## src/hw/control_config.svh

```systemverilog
// control unit field widths and status flag bit positions

`ifndef CONTROL_CONFIG_SVH
`define CONTROL_CONFIG_SVH

// instruction byte split
`define OPCODE_WIDTH 5
`define BRANCH_WIDTH 3

// status register
`define FLAG_WIDTH 4

// flag bit positions in the status register
`define FLAGS_C 0
`define FLAGS_Z 1
`define FLAGS_N 2
`define FLAGS_V 3

`endif

```

## src/hw/controlPkg.sv

```systemverilog
// control unit types covering opcodes, branch codes, datapath selects and sequencer states

`include "control_config.svh"

package controlPkg;

   typedef enum logic [`OPCODE_WIDTH-1:0] {
      ADD, ADDI, ADDIB, ADC, ADCI,          // add group
      SUB, SUBI, SUBIB, SUC, SUCI,          // subtract group
      CMP, CMPI,                            // no register write
      AND, OR, XOR, NOT, NAND, NOR,
      LSL, LSR, ASR, NEG,
      LUI, LLI,                             // immediate loads
      LDW, STW,                             // multi-cycle memory ops
      BRANCH                                // condition in low bits
   } opcodeT;

   typedef enum logic [`BRANCH_WIDTH-1:0] {
      BR, BNE, BE, BLT, BGE, BWL, RET, JMP
   } branchT;

   typedef enum logic [3:0] {
      FnA, FnADD, FnADC, FnSUB, FnNEG,
      FnAND, FnOR, FnXOR, FnNOT, FnNAND, FnNOR,
      FnLSL, FnLSR, FnASR,
      FnLUI, FnLLI
   } aluFunctionT;

   typedef enum logic {Op1Rd1, Op1Pc} op1SelectT;

   typedef enum logic {Op2Imm, Op2Rd2} op2SelectT;

   typedef enum logic {WdAlu, WdSys} wdSelectT;

   typedef enum logic {ImmLong, ImmShort} immSelectT;

   typedef enum logic [1:0] {Pc1, PcAluOut, PcSysbus} pcSelectT;

   typedef enum logic {LrSys, LrPc} lrSelectT;

   typedef enum logic {Rs1Ra, Rs1Rd} rs1SelectT;

   typedef enum logic {fetch, execute} majorStateT;

   typedef enum logic [2:0] {Cycle0, Cycle1, Cycle2, Cycle3, Cycle4} cycleT;

endpackage

```

## src/hw/cycleSequencer.sv

```systemverilog
// major state and sub-cycle registers stepping the processor through fetch and execute

`timescale 1ns/1ps

module cycleSequencer (
   input  logic                   Clock,
   input  logic                   nReset,
   input  controlPkg::opcodeT     Opcode,
   output controlPkg::majorStateT State,
   output controlPkg::cycleT      Cycle
);

   always_ff @(posedge Clock or negedge nReset) begin
      if (!nReset) begin
         State <= controlPkg::fetch;
         Cycle <= controlPkg::Cycle0;
      end else begin
         case (State)
            controlPkg::fetch: begin
               if (Cycle inside {controlPkg::Cycle0, controlPkg::Cycle1, controlPkg::Cycle2}) begin
                  Cycle <= controlPkg::cycleT'(Cycle + 3'd1);
               end else begin
                  State <= controlPkg::execute;   // instruction register loaded in Cycle3
                  Cycle <= controlPkg::Cycle0;
               end
            end
            default: begin
               if (Cycle inside {controlPkg::Cycle1, controlPkg::Cycle2, controlPkg::Cycle3} ||
                   (Cycle == controlPkg::Cycle0 &&
                    Opcode inside {controlPkg::LDW, controlPkg::STW})) begin
                  Cycle <= controlPkg::cycleT'(Cycle + 3'd1);   // memory ops run to Cycle4
               end else begin
                  State <= controlPkg::fetch;
                  Cycle <= controlPkg::Cycle0;
               end
            end
         endcase
      end
   end

endmodule

```

## src/hw/flagUnit.sv

```systemverilog
// status flag register with branch condition evaluation

`timescale 1ns/1ps
`include "control_config.svh"

module flagUnit (
   input  logic                   Clock,
   input  logic                   nReset,
   input  logic [`FLAG_WIDTH-1:0] Flags,
   input  logic                   StatusWe,
   input  controlPkg::branchT     BranchCode,
   output logic                   CFlag,
   output logic                   BranchTaken
);

   logic [`FLAG_WIDTH-1:0] statusReg;
   logic                   zFlag;
   logic                   nvDiffer;

   always_ff @(posedge Clock or negedge nReset) begin
      if (!nReset) begin
         statusReg <= '0;
      end else if (StatusWe) begin
         statusReg <= Flags;   // ALU flags captured at end of execute
      end
   end

   assign CFlag    = statusReg[`FLAGS_C];
   assign zFlag    = statusReg[`FLAGS_Z];
   assign nvDiffer = statusReg[`FLAGS_N] ^ statusReg[`FLAGS_V];

   // Z polarity follows the datapath, which reports Z set on inequality
   always_comb begin
      case (BranchCode)
         controlPkg::BR, controlPkg::BWL: BranchTaken = 1'b1;
         controlPkg::BNE:                 BranchTaken = zFlag;
         controlPkg::BE:                  BranchTaken = ~zFlag;
         controlPkg::BLT:                 BranchTaken = nvDiffer;
         controlPkg::BGE:                 BranchTaken = ~nvDiffer;
         default:                         BranchTaken = 1'b0;   // RET and JMP
      endcase
   end

endmodule

```

## src/hw/datapathDecoder.sv

```systemverilog
// datapath control decode for ALU, operand, register file, link and PC selects

`timescale 1ns/1ps

module datapathDecoder (
   input  controlPkg::majorStateT  State,
   input  controlPkg::cycleT       Cycle,
   input  controlPkg::opcodeT      Opcode,
   input  controlPkg::branchT      BranchCode,
   input  logic                    BranchTaken,
   output controlPkg::aluFunctionT AluOp,
   output controlPkg::op1SelectT   Op1Sel,
   output controlPkg::op2SelectT   Op2Sel,
   output controlPkg::immSelectT   ImmSel,
   output controlPkg::wdSelectT    WdSel,
   output controlPkg::pcSelectT    PcSel,
   output controlPkg::lrSelectT    LrSel,
   output controlPkg::rs1SelectT   Rs1Sel,
   output logic                    AluEn,
   output logic                    AluWe,
   output logic                    LrEn,
   output logic                    LrWe,
   output logic                    RegWe,
   output logic                    PcWe,
   output logic                    StatusWe
);

   logic aluClass;

   // arithmetic, logic, shift and compare occupy one contiguous block
   assign aluClass = Opcode inside {[controlPkg::ADD:controlPkg::NEG]};

   always_comb begin
      AluOp    = controlPkg::FnA;
      Op1Sel   = controlPkg::Op1Rd1;
      Op2Sel   = controlPkg::Op2Imm;
      ImmSel   = controlPkg::ImmLong;
      WdSel    = controlPkg::WdAlu;
      PcSel    = controlPkg::Pc1;
      LrSel    = controlPkg::LrSys;
      Rs1Sel   = controlPkg::Rs1Ra;
      AluEn    = 1'b0;
      AluWe    = 1'b0;
      LrEn     = 1'b0;
      LrWe     = 1'b0;
      RegWe    = 1'b0;
      PcWe     = 1'b0;
      StatusWe = 1'b0;
      if (State == controlPkg::execute) begin
         case (Cycle)
            controlPkg::Cycle0: begin
               case (Opcode)
                  controlPkg::ADD, controlPkg::ADDI, controlPkg::ADDIB: AluOp = controlPkg::FnADD;
                  controlPkg::ADC, controlPkg::ADCI, controlPkg::SUC, controlPkg::SUCI:
                     AluOp = controlPkg::FnADC;   // carry forms share one ALU function
                  controlPkg::SUB, controlPkg::SUBI, controlPkg::SUBIB, controlPkg::CMP,
                  controlPkg::CMPI: AluOp = controlPkg::FnSUB;
                  controlPkg::AND:  AluOp = controlPkg::FnAND;
                  controlPkg::OR:   AluOp = controlPkg::FnOR;
                  controlPkg::XOR:  AluOp = controlPkg::FnXOR;
                  controlPkg::NOT:  AluOp = controlPkg::FnNOT;
                  controlPkg::NAND: AluOp = controlPkg::FnNAND;
                  controlPkg::NOR:  AluOp = controlPkg::FnNOR;
                  controlPkg::LSL:  AluOp = controlPkg::FnLSL;
                  controlPkg::LSR:  AluOp = controlPkg::FnLSR;
                  controlPkg::ASR:  AluOp = controlPkg::FnASR;
                  controlPkg::NEG:  AluOp = controlPkg::FnNEG;
                  controlPkg::LUI:  AluOp = controlPkg::FnLUI;
                  controlPkg::LLI:  AluOp = controlPkg::FnLLI;
                  default:          AluOp = controlPkg::FnADD;   // address and branch target
               endcase
               case (Opcode)
                  controlPkg::ADD, controlPkg::ADC, controlPkg::SUB, controlPkg::SUC,
                  controlPkg::CMP, controlPkg::AND, controlPkg::OR, controlPkg::XOR,
                  controlPkg::NAND, controlPkg::NOR: Op2Sel = controlPkg::Op2Rd2;
                  controlPkg::ADDI, controlPkg::ADCI, controlPkg::SUBI, controlPkg::SUCI,
                  controlPkg::CMPI, controlPkg::LSL, controlPkg::LSR, controlPkg::ASR,
                  controlPkg::LDW, controlPkg::STW: ImmSel = controlPkg::ImmShort;
                  controlPkg::ADDIB, controlPkg::SUBIB, controlPkg::LUI,
                  controlPkg::LLI: Rs1Sel = controlPkg::Rs1Rd;   // destination is also source
                  default: ;
               endcase
               if (aluClass) begin
                  PcWe     = 1'b1;
                  StatusWe = 1'b1;
                  RegWe    = !(Opcode inside {controlPkg::CMP, controlPkg::CMPI});
               end
               case (Opcode)
                  controlPkg::LUI, controlPkg::LLI: begin
                     AluEn = 1'b1;
                     RegWe = 1'b1;
                     PcWe  = 1'b1;
                  end
                  controlPkg::LDW, controlPkg::STW: begin
                     AluEn = 1'b1;
                     AluWe = 1'b1;   // latch address for the bus cycle
                  end
                  controlPkg::BRANCH: begin
                     PcWe = 1'b1;
                     case (BranchCode)
                        controlPkg::RET: begin
                           LrEn  = 1'b1;   // link register onto sysbus
                           PcSel = controlPkg::PcSysbus;
                        end
                        controlPkg::JMP: begin
                           ImmSel = controlPkg::ImmShort;
                           PcSel  = controlPkg::PcAluOut;
                        end
                        default: begin
                           Op1Sel = controlPkg::Op1Pc;   // PC relative target
                           AluEn  = 1'b1;
                           if (BranchTaken) begin
                              PcSel = controlPkg::PcAluOut;
                              if (BranchCode == controlPkg::BWL) begin
                                 LrWe  = 1'b1;
                                 LrSel = controlPkg::LrPc;
                              end
                           end
                        end
                     endcase
                  end
                  default: ;
               endcase
            end
            controlPkg::Cycle1: begin
               ImmSel = controlPkg::ImmShort;   // address back out for ALE
               AluOp  = controlPkg::FnADD;
               AluEn  = 1'b1;
            end
            controlPkg::Cycle2: begin
               Rs1Sel = controlPkg::Rs1Rd;
               AluOp  = controlPkg::FnA;   // pass store data through
               AluWe  = 1'b1;
               AluEn  = 1'b1;
            end
            controlPkg::Cycle3: begin
               AluEn = (Opcode == controlPkg::STW);   // hold store data
            end
            default: begin
               PcWe = 1'b1;
               if (Opcode == controlPkg::LDW) begin
                  WdSel = controlPkg::WdSys;   // load data from memory
                  RegWe = 1'b1;
               end else begin
                  AluEn = 1'b1;
               end
            end
         endcase
      end
   end

endmodule

```

## src/hw/busSequencer.sv

```systemverilog
// memory bus strobe sequencing for instruction fetch and load/store cycles

`timescale 1ns/1ps

module busSequencer (
   input  controlPkg::majorStateT State,
   input  controlPkg::cycleT      Cycle,
   input  controlPkg::opcodeT     Opcode,
   output logic                   ALE,
   output logic                   nWE,
   output logic                   nOE,
   output logic                   nME,
   output logic                   ENB,
   output logic                   MemEn,
   output logic                   IrWe,
   output logic                   PcEn
);

   logic aluClass;
   logic isStore;

   assign aluClass = Opcode inside {[controlPkg::ADD:controlPkg::NEG]};
   assign isStore  = (Opcode == controlPkg::STW);

   always_comb begin
      ALE   = 1'b0;
      nWE   = 1'b1;
      nOE   = 1'b0;
      nME   = 1'b1;
      ENB   = 1'b0;
      MemEn = 1'b0;
      IrWe  = 1'b0;
      PcEn  = 1'b0;
      if (State == controlPkg::fetch) begin
         case (Cycle)
            controlPkg::Cycle0: begin
               ALE  = 1'b1;   // PC address latched by memory
               nOE  = 1'b1;
               PcEn = 1'b1;
            end
            controlPkg::Cycle1: begin
               nME   = 1'b0;
               MemEn = 1'b1;
            end
            controlPkg::Cycle2: begin
               nME   = 1'b0;
               MemEn = 1'b1;
               ENB   = 1'b1;   // instruction onto sysbus
            end
            default: begin
               MemEn = 1'b1;
               IrWe  = 1'b1;
            end
         endcase
      end else begin
         case (Cycle)
            controlPkg::Cycle0: PcEn = aluClass;
            controlPkg::Cycle1: begin
               ALE = 1'b1;   // data address from ALU latch
               nOE = 1'b1;
            end
            controlPkg::Cycle2: begin
               nME   = 1'b0;
               nOE   = isStore;
               MemEn = ~isStore;
            end
            controlPkg::Cycle3: begin
               nME   = 1'b0;
               nOE   = isStore;
               nWE   = ~isStore;   // write strobe
               MemEn = ~isStore;
               ENB   = ~isStore;
            end
            default: begin
               nOE   = isStore;
               nWE   = ~isStore;
               MemEn = ~isStore;
            end
         endcase
      end
   end

endmodule

```

## src/hw/controlTop.sv

```systemverilog
// control unit top level joining the cycle sequencer, flag unit and both decoders

`timescale 1ns/1ps
`include "control_config.svh"

module controlTop (
   input  logic                                    Clock,
   input  logic                                    nReset,
   input  logic [`OPCODE_WIDTH+`BRANCH_WIDTH-1:0]  OpcodeCondIn,
   input  logic [`FLAG_WIDTH-1:0]                  Flags,
   output controlPkg::aluFunctionT                 AluOp,
   output controlPkg::op1SelectT                   Op1Sel,
   output controlPkg::op2SelectT                   Op2Sel,
   output controlPkg::immSelectT                   ImmSel,
   output controlPkg::wdSelectT                    WdSel,
   output controlPkg::pcSelectT                    PcSel,
   output controlPkg::lrSelectT                    LrSel,
   output controlPkg::rs1SelectT                   Rs1Sel,
   output logic                                    AluEn,
   output logic                                    AluWe,
   output logic                                    LrEn,
   output logic                                    LrWe,
   output logic                                    RegWe,
   output logic                                    PcWe,
   output logic                                    StatusWe,
   output logic                                    ALE,
   output logic                                    nWE,
   output logic                                    nOE,
   output logic                                    nME,
   output logic                                    ENB,
   output logic                                    MemEn,
   output logic                                    IrWe,
   output logic                                    PcEn,
   output logic                                    CFlag
);

   controlPkg::opcodeT     opcode;
   controlPkg::branchT     branchCode;
   controlPkg::majorStateT state;
   controlPkg::cycleT      cycle;
   logic                   branchTaken;

   // opcode in the upper bits, condition in the lower bits
   assign opcode     = controlPkg::opcodeT'(OpcodeCondIn[`OPCODE_WIDTH+`BRANCH_WIDTH-1:`BRANCH_WIDTH]);
   assign branchCode = controlPkg::branchT'(OpcodeCondIn[`BRANCH_WIDTH-1:0]);

   cycleSequencer sequencer (
      .Clock(Clock), .nReset(nReset), .Opcode(opcode), .State(state), .Cycle(cycle)
   );

   flagUnit flags (
      .Clock(Clock), .nReset(nReset), .Flags(Flags), .StatusWe(StatusWe),
      .BranchCode(branchCode), .CFlag(CFlag), .BranchTaken(branchTaken)
   );

   datapathDecoder datapath (
      .State(state), .Cycle(cycle), .Opcode(opcode), .BranchCode(branchCode),
      .BranchTaken(branchTaken), .AluOp(AluOp), .Op1Sel(Op1Sel), .Op2Sel(Op2Sel),
      .ImmSel(ImmSel), .WdSel(WdSel), .PcSel(PcSel), .LrSel(LrSel), .Rs1Sel(Rs1Sel),
      .AluEn(AluEn), .AluWe(AluWe), .LrEn(LrEn), .LrWe(LrWe), .RegWe(RegWe),
      .PcWe(PcWe), .StatusWe(StatusWe)
   );

   busSequencer bus (
      .State(state), .Cycle(cycle), .Opcode(opcode), .ALE(ALE), .nWE(nWE), .nOE(nOE),
      .nME(nME), .ENB(ENB), .MemEn(MemEn), .IrWe(IrWe), .PcEn(PcEn)
   );

endmodule

```

## config.mk

```make
export PLATFORM = sky130hd
export DESIGN_NAME = controlTop
export DESIGN_NICKNAME = d
export VERILOG_FILES = /design/src/hw/controlPkg.sv /design/src/hw/cycleSequencer.sv /design/src/hw/flagUnit.sv /design/src/hw/datapathDecoder.sv /design/src/hw/busSequencer.sv /design/src/hw/controlTop.sv
export VERILOG_INCLUDE_DIRS = /design/src /design/src/hw
export SDC_FILE = /design/constraint.sdc
export NUM_CORES = 1
export LEC_CHECK = 0
export BUFFER_PORTS_ARGS = -buffer_cell sky130_fd_sc_hd__buf_2
export CAP_MARGIN = 20
export CORE_UTILIZATION = 51
export CTS_BUF_LIST = sky130_fd_sc_hd__clkbuf_16
export DETAILED_ROUTE_END_ITERATION = 12
export GPL_ROUTABILITY_DRIVEN = 0
export GPL_TIMING_DRIVEN = 0
export PLACE_DENSITY = 0.81
export SYNTH_ARGS = -nofsm -noshare
export SYNTH_HDL_FRONTEND = slang
export SYNTH_HIERARCHICAL = 1
export SYNTH_SLANG_ARGS = --single-unit
```

## constraint.sdc

```tcl
create_clock -name Clock -period 2.36 [get_ports Clock]
set_input_delay 0.472 -clock Clock [delete_from_list [all_inputs] [get_ports Clock]]
set_output_delay 0.472 -clock Clock [all_outputs]
set_load 0.03 [all_outputs]
```

; ---- Word-level counts from Yosys, hierarchy flattened
; Memories as Yosys holds them, arrays and structs flattened.
; Cells that the tools add are included.
[word_totals]
in_bits = 14
mem_bits_ro = 128
mem_count = 1
elab_cells = 150
ff_bits = 8
[classes]
n_addsub = 1
reduce_logical = 26
bitwise_logic = 4
magnitude_cmp = 2
muxes = 79
eq_ne = 34
[mem_list]
columns = memory, words, word_bits, rd, rd_clocked_by_memory_dff, write_ports, line
row1 = (no name shown), 32, 4, 1, 0, 0, datapathDecoder.sv:52  ; case (Opcode)
[op_table]
columns = operator, count
row1 = 1-bit two-way mux, 61
row2 = 5-bit == test (second input constant), 10
row3 = 5-bit by 4-bit == test with 1-bit output (second input constant), 7
row4 = 5-bit by 3-bit == test with 1-bit output (second input constant), 4
row5 = 10-bit OR reduction, 2
row6 = 1-bit case mux with 2 select lines, 7
row7 = 2-bit OR reduction, 7
row8 = 3-bit by 2-bit == test with 1-bit output (second input constant), 4
row9 = 3-bit == test (second input constant), 4
row10 = 4-bit OR reduction, 3
row11 = 5-bit by 2-bit == test with 1-bit output (second input constant), 2
row12 = 3-bit two-way mux, 3
row13 = 3-bit OR reduction, 3
row14 = 4-bit case mux with 2 select lines, 1
row15 = 3-bit by 1-bit == test with 1-bit output (second input constant), 2
row16 = 3-bit logical NOT, 2
row17 = 2-bit two-way mux, 3
row18 = 3-bit nonzero test, 2
row19 = 5-bit by 1-bit == test with 1-bit output (second input constant), 1
row20 = 5-bit by 1-bit greater-or-equal comparator with 1-bit output (second input constant), 1
row21 = 5-bit less-or-equal comparator (second input constant), 1
row22 = 5-bit logical NOT, 1
row23 = 1-bit case mux with 5 select lines, 1
row24 = 4-bit two-way mux, 1
row25 = 9 further kinds, 13

; ---- Logic depth before layout (Yosys ltp)
; Gate-level depths: netlist of the first run.
[logic_depth]
depth_word = 8
ltp_mapped = 8

; ---- By module
; Netlist of the first run, hierarchy kept.
[by_module_without_submodules]
columns = module, area_each_um2, cells_per_inst, seq_area_each_um2, instances
row1 = datapathDecoder, 635.6, 98, 0.0, 1
row2 = cycleSequencer, 272.8, 23, 100.1, 1
row3 = flagUnit, 201.4, 18, 100.1, 1
row4 = busSequencer, 127.6, 19, 0.0, 1

; ---- Worst setup path after synthesis of the first run
; Ideal clock, no wire load.
[synth_path]
kind = input to output
from = input OpcodeCondIn[3]
to = output AluEn
t_arrival_ns = 1.961
required_ns = 1.888
path_buffers = 1
path_stages = 7
setup_slack_ns = -0.073
cell_sequence = inv_1 -> ha_1 -> buf_6 -> or2_1 -> and3_4 -> a2111oi_4 -> o31ai_1
[synth_via]
elab_chain_len = 5
elab_cells_between_ends = 10
[synth_rtl]
columns = element, line
row1 = "start, declared", controlTop.sv:9  ; input logic [`OPCODE_WIDTH+`BRANCH_WIDTH-1:0] OpcodeCondIn,
row2 = "5-bit == test, on equally long branches", "datapathDecoder.sv:88, datapathDecoder.sv:137, datapathDecoder.sv:141"
row3 = 4-bit OR reduction (no source line), --
row4 = 1-bit case mux with 2 select lines, datapathDecoder.sv:88  ; case (Opcode)
row5 = 1-bit case mux with 3 select lines *, datapathDecoder.sv:50  ; case (Cycle)
row6 = 1-bit two-way mux *, datapathDecoder.sv:49  ; if (State == controlPkg::execute) begin
row7 = "end, declared", controlTop.sv:19  ; output logic AluEn,
; Mark *: on every way between the ends. The rest lies on a longest branch, timed or not.

; ---- Worst setup path in the final report of the first run
[layout_path]
from = input OpcodeCondIn[3]
to = output StatusWe
[layout_via]
elab_chain_len = 5
elab_cells_between_ends = 6
[layout_rtl]
columns = element, line
row1 = 5-bit by 1-bit greater-or-equal comparator with 1-bit output / 5-bit less-or-equal comparator (equally long branches), datapathDecoder.sv:31  ; assign aluClass = Opcode inside {[controlPkg::ADD:controlPkg::NEG]};
row2 = 1-bit logical AND *, datapathDecoder.sv:31
row3 = 1-bit two-way mux *, datapathDecoder.sv:83  ; if (aluClass) begin
row4 = 1-bit two-way mux *, datapathDecoder.sv:50
row5 = 1-bit two-way mux *, datapathDecoder.sv:49
row6 = "end, declared", controlTop.sv:25  ; output logic StatusWe,
; Marks and branches as above.

==> impl_metrics.env, run 1 <==
export IMPL_routed_via_density=6.50
export IMPL_yosys_top_cells_area="dfrtp_1 (16%), ha_1 (10%), a21oi_1 (5.3%), a2111oi_4 (4.4%), nor2_1 (4.2%)"
export IMPL_clkPwrFrac_pct=14.0
export IMPL_status="finished, violations left"
export IMPL_setup_violations_final=3
export IMPL_violations="setup timing"
export IMPL_firstDrtPassIters=5
export IMPL_finalNonFillerCells=237
export IMPL_yosysTopAreaCellShare_pct=16.2
export IMPL_critical_path_class="in2out"
export IMPL_vias=1540
export IMPL_p_comb_share_pct=67.9
export IMPL_drive_gt1_share_pct=46.4
export IMPL_cp_slowest_cell="a31oi_1"
export IMPL_place_area_um2=1490
export IMPL_finalCoreUtilization_pct=81.5
export IMPL_netlist_area_um2=1240
export IMPL_worst_pin_slew_ns=0.383
export IMPL_cts_num_sinks=8
export IMPL_setup_tns_ns=-0.0905
export IMPL_grt_max_degree=17
export IMPL_ys_flop_type="dfrtp_1"
export IMPL_synthTopCellsByCount="nor2_1 (14), a21oi_1 (13), inv_1 (13), ha_1 (10), nand2_1 (10)"
export IMPL_switching_share_pct=52.9
export IMPL_core_region_area_um2=2250
export IMPL_vdd_ir_drop_max_mv=1.15
export IMPL_p_switching_mw=1.08
export IMPL_avgSynthCellArea_um2=7.83
export IMPL_cp_num_cells=7
export IMPL_hold_viol=0
export IMPL_fin_crit_sh_pct=102
export IMPL_p_total_mw=2.04
export IMPL_insertedDiodeCount=0
export IMPL_finalWorstSetupSlack_ns=-0.0365
export IMPL_required_ns=1.89
export IMPL_synthArstFlopShare_pct=100
export IMPL_synth_edf_count=0
export IMPL_yosysMostFrequentCell="nor2_1"
export IMPL_dp_cells=227
export IMPL_io_buffers=41
export IMPL_finalWirelength_um=4510
export IMPL_overflow=0
export IMPL_critPathArrivalTime_ns=1.92
export IMPL_synth_cells=158
export IMPL_r2r_cells=5
export IMPL_worstPathMaxFanout=6
export IMPL_synth_cell_types=51
export IMPL_final_area_um2=1840
export IMPL_period_needed_ns=2.40
export IMPL_drcViolationCount=0
export IMPL_dieHeight_um=51.3
export IMPL_critPathLaunchType="primary input"
export IMPL_ios=42
export IMPL_slew_headroom_pct=74.5
export IMPL_p_per_area_nw_per_um2=1110
export IMPL_syn_to_final_growth_pct=48.4
export IMPL_yosysSeqAreaShare_pct=16.2
export IMPL_cts_hold_buf=0
export IMPL_rsz0062_at_grt="yes"
export IMPL_dieWidth_um=51.3
export IMPL_seq_power_share_pct=18.0
export IMPL_cts_buffers=3
export IMPL_root_buffer="clkbuf_16"
export IMPL_antenna_found_initial=0
export IMPL_cellLeakagePower_nw=0.849
export IMPL_critPathMaxStageDelay_ns=0.34
export IMPL_path_delay_family="simple AND/OR/NAND/NOR gates"
export IMPL_antenna_left=0
export IMPL_yosysTopAreaCell="dfrtp_1"
export IMPL_crit_path_end_kind="output pin"
export IMPL_synth_nets=182
export IMPL_fillers=142
export IMPL_cap_violations=0
export IMPL_final_max_slew_viol_count=0
export IMPL_first_global_vias=1369
export IMPL_final_nets=235
export IMPL_place_hpwl_um=2500
export IMPL_worst_path_buf_inv=3
export IMPL_dieArea_um2=2630
export IMPL_clock_latency_ns=0.23
export IMPL_clock_skew_ns=0.00378
export IMPL_wl_per_cell_um=19.0
export IMPL_cts_htree_levels=1
export IMPL_p_int_mw=0.959
export IMPL_rows=17
export IMPL_drt_initial_drc_count=110
export IMPL_min_path_type="in2async"
export IMPL_start_util_pct=54.9
export IMPL_worstPathCellList="buf_12 -> buf_4 -> or2_2 -> a31oi_1 -> nor2_1 -> nor2_4 -> buf_2"
export IMPL_grt_pass1_wl_um=6170
export IMPL_cts_clk_slew_worst_paths_ns=0.04
export IMPL_fmax_ghz=0.417
export IMPL_grt_usage_pct=31.2
export IMPL_yosys_warnings=6
export IMPL_synth_seq_cells=8
export IMPL_cts_tree="done"
export IMPL_clockBufferDepth=2
## cells in the final DEF (no fill, tap or decap), types with 4 or more instances in the layout
cell type,instances
buf_2,36
a21oi_1,13
nor2_1,13
buf_4,13
nand2_1,10
inv_1,10
nor3_1,7
ha_1,6
a21o_1,5
clkbuf_16,4
dfrtp_1,4
dfrtp_2,4
## path summary, 6_finish.rpt
kind                                     from                 end  slack [ns]
min reg2reg                flags/statusReg[0]  flags/statusReg[0]        0.49
max in group asynchronous              nReset  sequencer/Cycle[2]        2.09
max                           OpcodeCondIn[3]            StatusWe       -0.04
max reg2reg                sequencer/Cycle[0]  sequencer/Cycle[2]        0.48
min in group Clock                   Flags[0]  flags/statusReg[0]        0.46
min                                    nReset  flags/statusReg[3]        0.08
## area by class of cell
| cell class | count | area, um2 | share of cell area (%) |
|---|---|---|---|
| tap | 28 | 35.0 | 1.91 |
| clock buffer | 3 | 75.1 | 4.09 |
| inverter | 14 | 73.8 | 4.02 |
| timing repair buffer | 50 | 340 | 18.5 |
| multi-input combinational | 128 | 1060 | 57.9 |
| sequential | 8 | 205 | 11.2 |
| buffer | 6 | 43.8 | 2.38 |
## cells by family (layout without fill, tap and decap cells)
logic type               count (synthesis)  after routing  share of synthesized area [%]
flip-flops                               8              8                           16.2
AND/OR/NAND/NOR                         63             63                           28.7
buffers and inverters                   22             73                           8.19
adder cells (fa/ha/maj)                 10             10                           10.1
XOR/XNOR                                 3              3                           2.12
multiplexers                             6              6                           6.27
AO/OA/AOI/OAI                           46             46                           28.4
## power by group through the flow
stage | logic, mW | clock network, mW | registers (mW)
floorplan | 0.927 | 0 | 0.293
global placement | 1.19 | 0 | 0.296
detailed placement | 1.23 | 0 | 0.301
CTS | 1.29 | 0.291 | 0.351
global route | 1.46 | 0.295 | 0.388
finish | 1.38 | 0.286 | 0.367
## sequential cells by signal, summed over array words and instances, names as in the netlist
register and count:
sequencer/State 1, flags/statusReg 4, sequencer/Cycle 3
## worst register-to-register path, cell delays in order (launching register included)
cell and delay [ns]:
dfrtp_2 0.59, inv_1 0.13, ha_1 0.24, o21ba_2 0.24, a2111oi_4 0.42, nor3_1 0.13
## layer usage
layer  global-route usage [%]  share of wire, %
met3                     7.14               9.0
met1                     35.0                37
met4                     14.0               5.9
met2                     55.5                49
met5                        0                 0
## through the flow
stage | setup WS (ns) | hold slack [ns]
after global routing | -0.0457 | 0.0919
final | -0.0365 | 0.0771
after detailed placement | -0.300 | 0.318
after global placement | -0.254 | 0.313
after floorplan | 0.0195 | 0.176
after CTS | -0.0163 | 0.0755
## repair_timing
item / CTS / global route
gates resized for setup: 29 / 28
pin swaps: 2 / 9
setup buffers: 0 / 8
endpoints found under the setup margin: 13 / 10
gates cloned: 0 / 1
No activity file was read; power rests on OpenSTA's default activity.
==> run 2: changes to the inputs <==
--- a/config.mk
+++ b/config.mk
@@ -6,15 +6,16 @@
 export SDC_FILE = /design/constraint.sdc
 export NUM_CORES = 1
 export LEC_CHECK = 0
+export ABC_AREA = 1
 export BUFFER_PORTS_ARGS = -buffer_cell sky130_fd_sc_hd__buf_2
 export CAP_MARGIN = 20
+export CORE_MARGIN = 2
 export CORE_UTILIZATION = 51
 export CTS_BUF_LIST = sky130_fd_sc_hd__clkbuf_16
 export DETAILED_ROUTE_END_ITERATION = 12
 export GPL_ROUTABILITY_DRIVEN = 0
 export GPL_TIMING_DRIVEN = 0
-export PLACE_DENSITY = 0.81
+export PLACE_DENSITY = 0.8
 export SYNTH_ARGS = -nofsm -noshare
 export SYNTH_HDL_FRONTEND = slang
-export SYNTH_HIERARCHICAL = 1
 export SYNTH_SLANG_ARGS = --single-unit
==> run 2 against run 1 <==
The flow now finishes without violations; critical path depth grew 1; global-route usage down 6.2 points; total power down 10%; synthesized cell count increased by 32%; sequential share of layout area is 0.49 points higher; cell count increased by 19%; cell area decreased by 6.5%; first-iteration DRC count is 58% lower; maximum frequency up 5.2%; clock-buffer cell count unchanged; combinational power shrank 7%; core utilization shrank 12 points; critical path type is now reg2out; highest routed layer unchanged.
==> impl_metrics.env, run 2 <==
export IMPL_synth_edf_count=0
export IMPL_cts_tree="done"
export IMPL_hold_slack_ns=0.0751
export IMPL_mostFrequentLayoutCell="nand2_1"
export IMPL_synth_cell_types=32
export IMPL_clock_skew_ns=0.00220
export IMPL_finalCoreUtilization_pct=69.9
export IMPL_worstPathCellList="inv_2 -> ha_2 -> nand2_4 -> nor2_4 -> inv_1 -> or2_1 -> nand3_1 -> clkbuf_4"
export IMPL_synth_xor_area_share_pct=0.667
export IMPL_worstPathMaxFanout=7
export IMPL_ys_flop_type="dfrtp_1"
export IMPL_rows=18
export IMPL_period_needed_ns=2.28
export IMPL_top_layer="met4"
export IMPL_drcViolationCount=0
export IMPL_worst_path_buf_inv=3
export IMPL_root_buffer="clkbuf_16"
export IMPL_yosysTopAreaCell="nand2_1"
export IMPL_synth_top_family_by_area="simple AND/OR/NAND/NOR gates"
export IMPL_cts_buffers=3
export IMPL_yosysMostFrequentCell="nand2_1"
export IMPL_routed_via_density=5.30
export IMPL_reg_largest_list="flags.statusReg x4, sequencer.Cycle x3, sequencer.State x1"
export IMPL_synthArstFlopShare_pct=100
export IMPL_final_area_um2=1720
export IMPL_antenna_left=0
export IMPL_critPathArrivalTime_ns=1.81
export IMPL_overflow=0
export IMPL_place_hpwl_um=2600
export IMPL_synth_nets=233
export IMPL_vias=1495
export IMPL_syn_to_final_growth_pct=30.7
export IMPL_dp_cells=277
export IMPL_synth_mux_area_share_pct=0
export IMPL_cellLeakagePower_nw=0.928
export IMPL_wl_per_cell_um=12.3
export IMPL_ios=42
export IMPL_cap_violations=0
export IMPL_yosys_top_cells_area="nand2_1 (16%), dfrtp_1 (15%), ha_1 (9.5%), nand3_1 (8.0%), inv_1 (6.6%)"
export IMPL_netlist_area_um2=1310
export IMPL_cts_num_sinks=8
export IMPL_ff2ff_setup_slack_ns=0.95
export IMPL_final_nets=278
export IMPL_yosys_warnings=0
export IMPL_io_buffers=38
export IMPL_avgSynthCellArea_um2=6.29
export IMPL_cts_htree_levels=1
export IMPL_path_delay_family="simple AND/OR/NAND/NOR gates"
export IMPL_clockBufferDepth=2
export IMPL_dieArea_um2=3000
export IMPL_start_util_pct=53.5
export IMPL_grt_usage_pct=24.9
export IMPL_regArea_um2=200
export IMPL_slew_headroom_pct=81.0
export IMPL_synthTopCellsByCount="nand2_1 (57), inv_1 (23), nand3_1 (21), nor2_1 (21), ha_1 (10)"
export IMPL_insertedDiodeCount=0
export IMPL_min_path_type="in2async"
export IMPL_dieHeight_um=54.8
export IMPL_grt_max_degree=11
export IMPL_cts_clk_slew_worst_paths_ns=0.04
export IMPL_firstDrtPassIters=4
export IMPL_setup_violations_final=0
export IMPL_grt_pass1_wl_um=5470
export IMPL_drt_initial_drc_count=46
export IMPL_drive_gt1_share_pct=33.7
export IMPL_finalWirelength_um=3480
export IMPL_synth_fa_ha_area_share_pct=9.52
export IMPL_worst_pin_slew_ns=0.283
export IMPL_wl_met1_um=1460
export IMPL_core_region_area_um2=2450
export IMPL_status="finished clean"
export IMPL_crit_path_end_kind="output pin"
export IMPL_required_ns=1.89
export IMPL_wl_met2_um=1820
export IMPL_synth_compound_area_share_pct=11.0
export IMPL_fillers=222
export IMPL_first_global_vias=1295
export IMPL_fin_crit_sh_pct=96.5
export IMPL_yosysSeqAreaShare_pct=15.2
export IMPL_critPathLaunchType="flip-flop"
export IMPL_antenna_found_initial=0
export IMPL_critPathMaxStageDelay_ns=0.42
export IMPL_yosysTopAreaCellShare_pct=16.3
export IMPL_largest_reg_flops=4
export IMPL_finalNonFillerCells=282
export IMPL_final_cell_mix="nand2_1 (56), buf_2 (36), nand3_1 (21)"
export IMPL_dieWidth_um=54.8
export IMPL_p_per_area_nw_per_um2=1070
export IMPL_place_area_um2=1560
export IMPL_fmax_ghz=0.439
export IMPL_critical_path_class="reg2out"
export IMPL_clock_latency_ns=0.23
export IMPL_dr_wl_met3_um=162
export IMPL_cp_slowest_cell="dfrtp_1"
export IMPL_multi_input_area_um2=1020
export IMPL_hold_viol=0
export IMPL_yosys_area_share_simple_pct=50.7
export IMPL_synth_seq_cells=8
export IMPL_vdd_ir_drop_max_mv=1.17
export IMPL_top_register="flags.statusReg"
export IMPL_synth_cells=209
export IMPL_final_max_slew_viol_count=0
==> run 2: changes by cell type after synthesis, moves of 5 or more <==
cell     delta
inv_1      +10
nand2_1    +47
o21ai_0     +6
a21oi_1     -5
a21o_1      -5
nand3_1    +16
nor2_1      +7
==> run 2: layout make-up <==
cell class	count	share of cell area [%]
plain buffers	6	3.13
clock buffers	3	4.37
inverters	28	6.71
multi-input cells	167	59.5
flip-flops and latches	8	11.7
well taps	30	2.19
repair buffers	40	12.4
==> run 2: metrics by stage <==
| stage | total power, mW | setup WS (ns) | setup TNS, ns |
|---|---|---|---|
| 6_report | 1.83 | 0.0822 | 0 |
| 5_1_grt | 1.97 | -0.000825 | -0.000825 |
| 4_1_cts | 1.79 | 0.00517 | 0 |
| 3_5_place_dp | 1.47 | -0.107 | -0.132 |
| 3_3_place_gp | 1.45 | -0.111 | -0.142 |
| 2_1_floorplan | 1.17 | 0.0481 | 0 |
==> run 2: path summary, 6_finish.rpt <==
path                               startpoint                 end  depth (start not counted)
max                        sequencer.Cycle[0]              Rs1Sel                          8
min                                    nReset  flags.statusReg[0]                          1
max reg2reg                sequencer.Cycle[0]  sequencer.Cycle[2]                          6
min reg2reg                flags.statusReg[3]  flags.statusReg[3]                          2
max in group asynchronous              nReset     sequencer.State                          1
min in group Clock                   Flags[3]  flags.statusReg[3]                          3
==> run 2: worst register-to-register path, delay by kind of cell (launching register included) <==
| kind | cells | cell delay [ns] |
|---|---|---|
| and+or+nand+nor | 3 | 0.36 |
| DFF | 1 | 0.42 |
| adders and majority gates | 2 | 0.49 |
| buffers and inverters | 1 | 0.04 |
==> run 2: kinds of logic (layout without fill, tap and decap cells) <==
family / count (synthesis) / count (layout)
XOR/XNOR: 1 / 1
AO/OA/AOI/OAI: 25 / 25
AND/OR/NAND/NOR: 131 / 131
adder cells (fa/ha/maj): 10 / 10
flip-flops: 8 / 8
buffers and inverters: 34 / 77
==> run 2: power by group <==
| group | switching, mW | internal, mW |
|---|---|---|
| sequential | 0.0550 | 0.202 |
| combinational | 0.896 | 0.395 |
| clock | 0.0639 | 0.218 |
| total | 1.02 | 0.816 |
==> run 2: per-layer routing <==
| layer | vias to the layer above | GRT usage (%) |
|---|---|---|
| li1 | 766 | - |
| met1 | 676 | 31.5 |
| met2 | 47 | 43.7 |
| met3 | 6 | 1.91 |
| met4 | 0 | 9.17 |
| met5 | - | 0 |
==> run 2: repair_timing <==
item,in CTS,in global routing
pin swaps,1,1
resized for setup,6,13
hold buffers,0,0
buffers inserted,1,1
setup endpoints to repair,3,12
==> run 3: changes to the inputs <==
--- a/config.mk
+++ b/config.mk
@@ -8,14 +8,13 @@
 export LEC_CHECK = 0
 export ABC_AREA = 1
 export BUFFER_PORTS_ARGS = -buffer_cell sky130_fd_sc_hd__buf_2
-export CAP_MARGIN = 20
 export CORE_MARGIN = 2
-export CORE_UTILIZATION = 51
+export CORE_UTILIZATION = 40
 export CTS_BUF_LIST = sky130_fd_sc_hd__clkbuf_16
 export DETAILED_ROUTE_END_ITERATION = 12
 export GPL_ROUTABILITY_DRIVEN = 0
 export GPL_TIMING_DRIVEN = 0
-export PLACE_DENSITY = 0.8
+export PLACE_DENSITY = 0.65
 export SYNTH_ARGS = -nofsm -noshare
 export SYNTH_HDL_FRONTEND = slang
 export SYNTH_SLANG_ARGS = --single-unit
==> run 3 against run 2 <==
Sequential power decreased by 3%; wire length increased by 1.3%; sequential share of layout area decreased by 0.43 points; first-iteration DRC count increased by 89%; combinational power about the same; via count decreased by 1.6%; total power increased by 0.47%; clock power about the same; non-clock buffer count increased by 4; global-route usage decreased by 5.7 points; core utilization decreased by 12 points; largest cell class unchanged; largest power group unchanged.
==> impl_metrics.env, run 3 (synthesis results as in run 2) <==
export IMPL_insertedDiodeCount=0
export IMPL_critPathArrivalTime_ns=1.79
export IMPL_core_region_area_um2=3080
export IMPL_hold_viol=0
export IMPL_setup_tns_ns=0
export IMPL_grt_pass1_wl_um=5400
export IMPL_finalCoreUtilization_pct=57.9
export IMPL_fmax_ghz=0.442
export IMPL_period_needed_ns=2.26
export IMPL_place_area_um2=1570
export IMPL_worstPathMaxFanout=4
export IMPL_clock_skew_ns=0.00121
export IMPL_final_nets=282
export IMPL_drive_gt1_share_pct=35.9
export IMPL_cts_tree="done"
export IMPL_dieWidth_um=61.3
export IMPL_status="finished clean"
export IMPL_setup_violations_final=0
export IMPL_cts_hold_buf=0
export IMPL_wl_per_cell_um=11.7
export IMPL_mostFrequentLayoutCell="nand2_1"
export IMPL_min_path_type="in2async"
export IMPL_crit_path_end_kind="output pin"
export IMPL_grt_max_degree=11
export IMPL_largest_reg_flops=4
export IMPL_top_register="flags.statusReg"
export IMPL_cts_clk_slew_worst_paths_ns=0.04
export IMPL_cellLeakagePower_nw=0.947
export IMPL_drt_initial_drc_count=87
export IMPL_firstDrtPassIters=4
export IMPL_finalNonFillerCells=300
export IMPL_worst_pin_slew_ns=0.297
export IMPL_ios=42
export IMPL_root_buffer="clkbuf_16"
export IMPL_routed_via_density=4.90
export IMPL_rsz0062_at_grt="no"
export IMPL_p_per_area_nw_per_um2=1030
export IMPL_antenna_left=0
export IMPL_reg_largest_list="flags.statusReg x4, sequencer.Cycle x3, sequencer.State x1"
export IMPL_p_total_mw=1.84
export IMPL_vdd_ir_drop_max_mv=0.977
export IMPL_rows=20
export IMPL_finalWirelength_um=3520
export IMPL_grt_usage_pct=19.2
export IMPL_drcViolationCount=0
export IMPL_first_global_vias=1207
export IMPL_io_buffers=38
export IMPL_dp_cells=291
export IMPL_place_hpwl_um=2650
export IMPL_fin_crit_sh_pct=95.9
export IMPL_start_util_pct=42.7
export IMPL_required_ns=1.89
export IMPL_dieHeight_um=61.3
export IMPL_final_area_um2=1780
export IMPL_clock_latency_ns=0.23
export IMPL_cts_num_sinks=8
export IMPL_final_cell_mix="nand2_1 (56), buf_2 (36), nand3_1 (21)"
export IMPL_clockBufferDepth=2
export IMPL_overflow=0
export IMPL_critPathLaunchType="flip-flop"
export IMPL_cts_buffers=3
export IMPL_vias=1471
export IMPL_cap_violations=0
export IMPL_syn_to_final_growth_pct=35.7
export IMPL_critical_path_class="reg2out"
export IMPL_final_max_slew_viol_count=0
export IMPL_slew_headroom_pct=80.2
export IMPL_cts_htree_levels=1
export IMPL_dieArea_um2=3760
export IMPL_antenna_found_initial=0
## run 3: cell types whose count changed in the layout (fill, tap and decap cells not counted)
cell,delta
ha_1,-1
inv_4,+1
ha_4,+1
buf_4,+4
buf_6,+1
inv_2,+1
clkbuf_4,-1
inv_1,-2
## run 3: worst max-delay path: stages (launching register included)
cell	delay, ns
dfrtp_1	0.40
buf_4	0.15
ha_1	0.18
ha_2	0.22
nor2_4	0.15
nand3b_1	0.12
o21ai_2	0.15
buf_4	0.18
## run 3: area by class of cell
type                       instances  area (um2)
timing repair buffer              44         246
sequential                         8         200
tap                               44        55.1
clock buffer                       3        75.1
multi-input combinational        167        1030
buffer                             6        53.8
inverter                          28         118
fill                             321        1290
## run 3: report_power, final
part	total [mW]	internal [mW]	switching, mW	leakage, nW
clock network	0.283	0.218	0.0643	0.0370
logic	1.31	0.405	0.903	0.810
registers	0.249	0.202	0.0468	0.101
total	1.84	0.826	1.01	0.947
## run 3: final timing paths
kind                                    start            endpoint  slack [ns]  depth (start not counted)
setup reg to reg           sequencer.Cycle[1]  sequencer.Cycle[1]        0.91                          7
hold / removal                         nReset  flags.statusReg[2]        0.08                          1
min in group Clock                   Flags[0]  flags.statusReg[0]        0.43                          3
hold reg to reg            flags.statusReg[0]  flags.statusReg[0]        0.47                          2
setup / recovery           sequencer.Cycle[1]               RegWe         0.1                          7
max in group asynchronous              nReset     sequencer.State        2.12                          1
## run 3: metal layers
layer  routed length (um)  GRT usage, %  up-vias
li1                     -             -      777
met3                  181          4.62        5
met5                    0             0        -
met1                 1570          25.2      653
met2                 1740          31.3       36
met4                   38          5.90        0
## run 3: timing repair
item	4_1_cts	5_1_grt
resized for setup	4	23
buffers inserted	1	5
cloned	0	0
pin swaps	1	4
setup endpoints to repair	5	11
## run 3: metrics by stage
stage                     hold slack [ns]  setup slack [ns]
after floorplan                     0.176            0.0481
after global placement              0.321            -0.134
after detailed placement            0.323           -0.0968
after CTS                          0.0807           0.00735
after global routing               0.0810          0.000242
final                              0.0752            0.0979
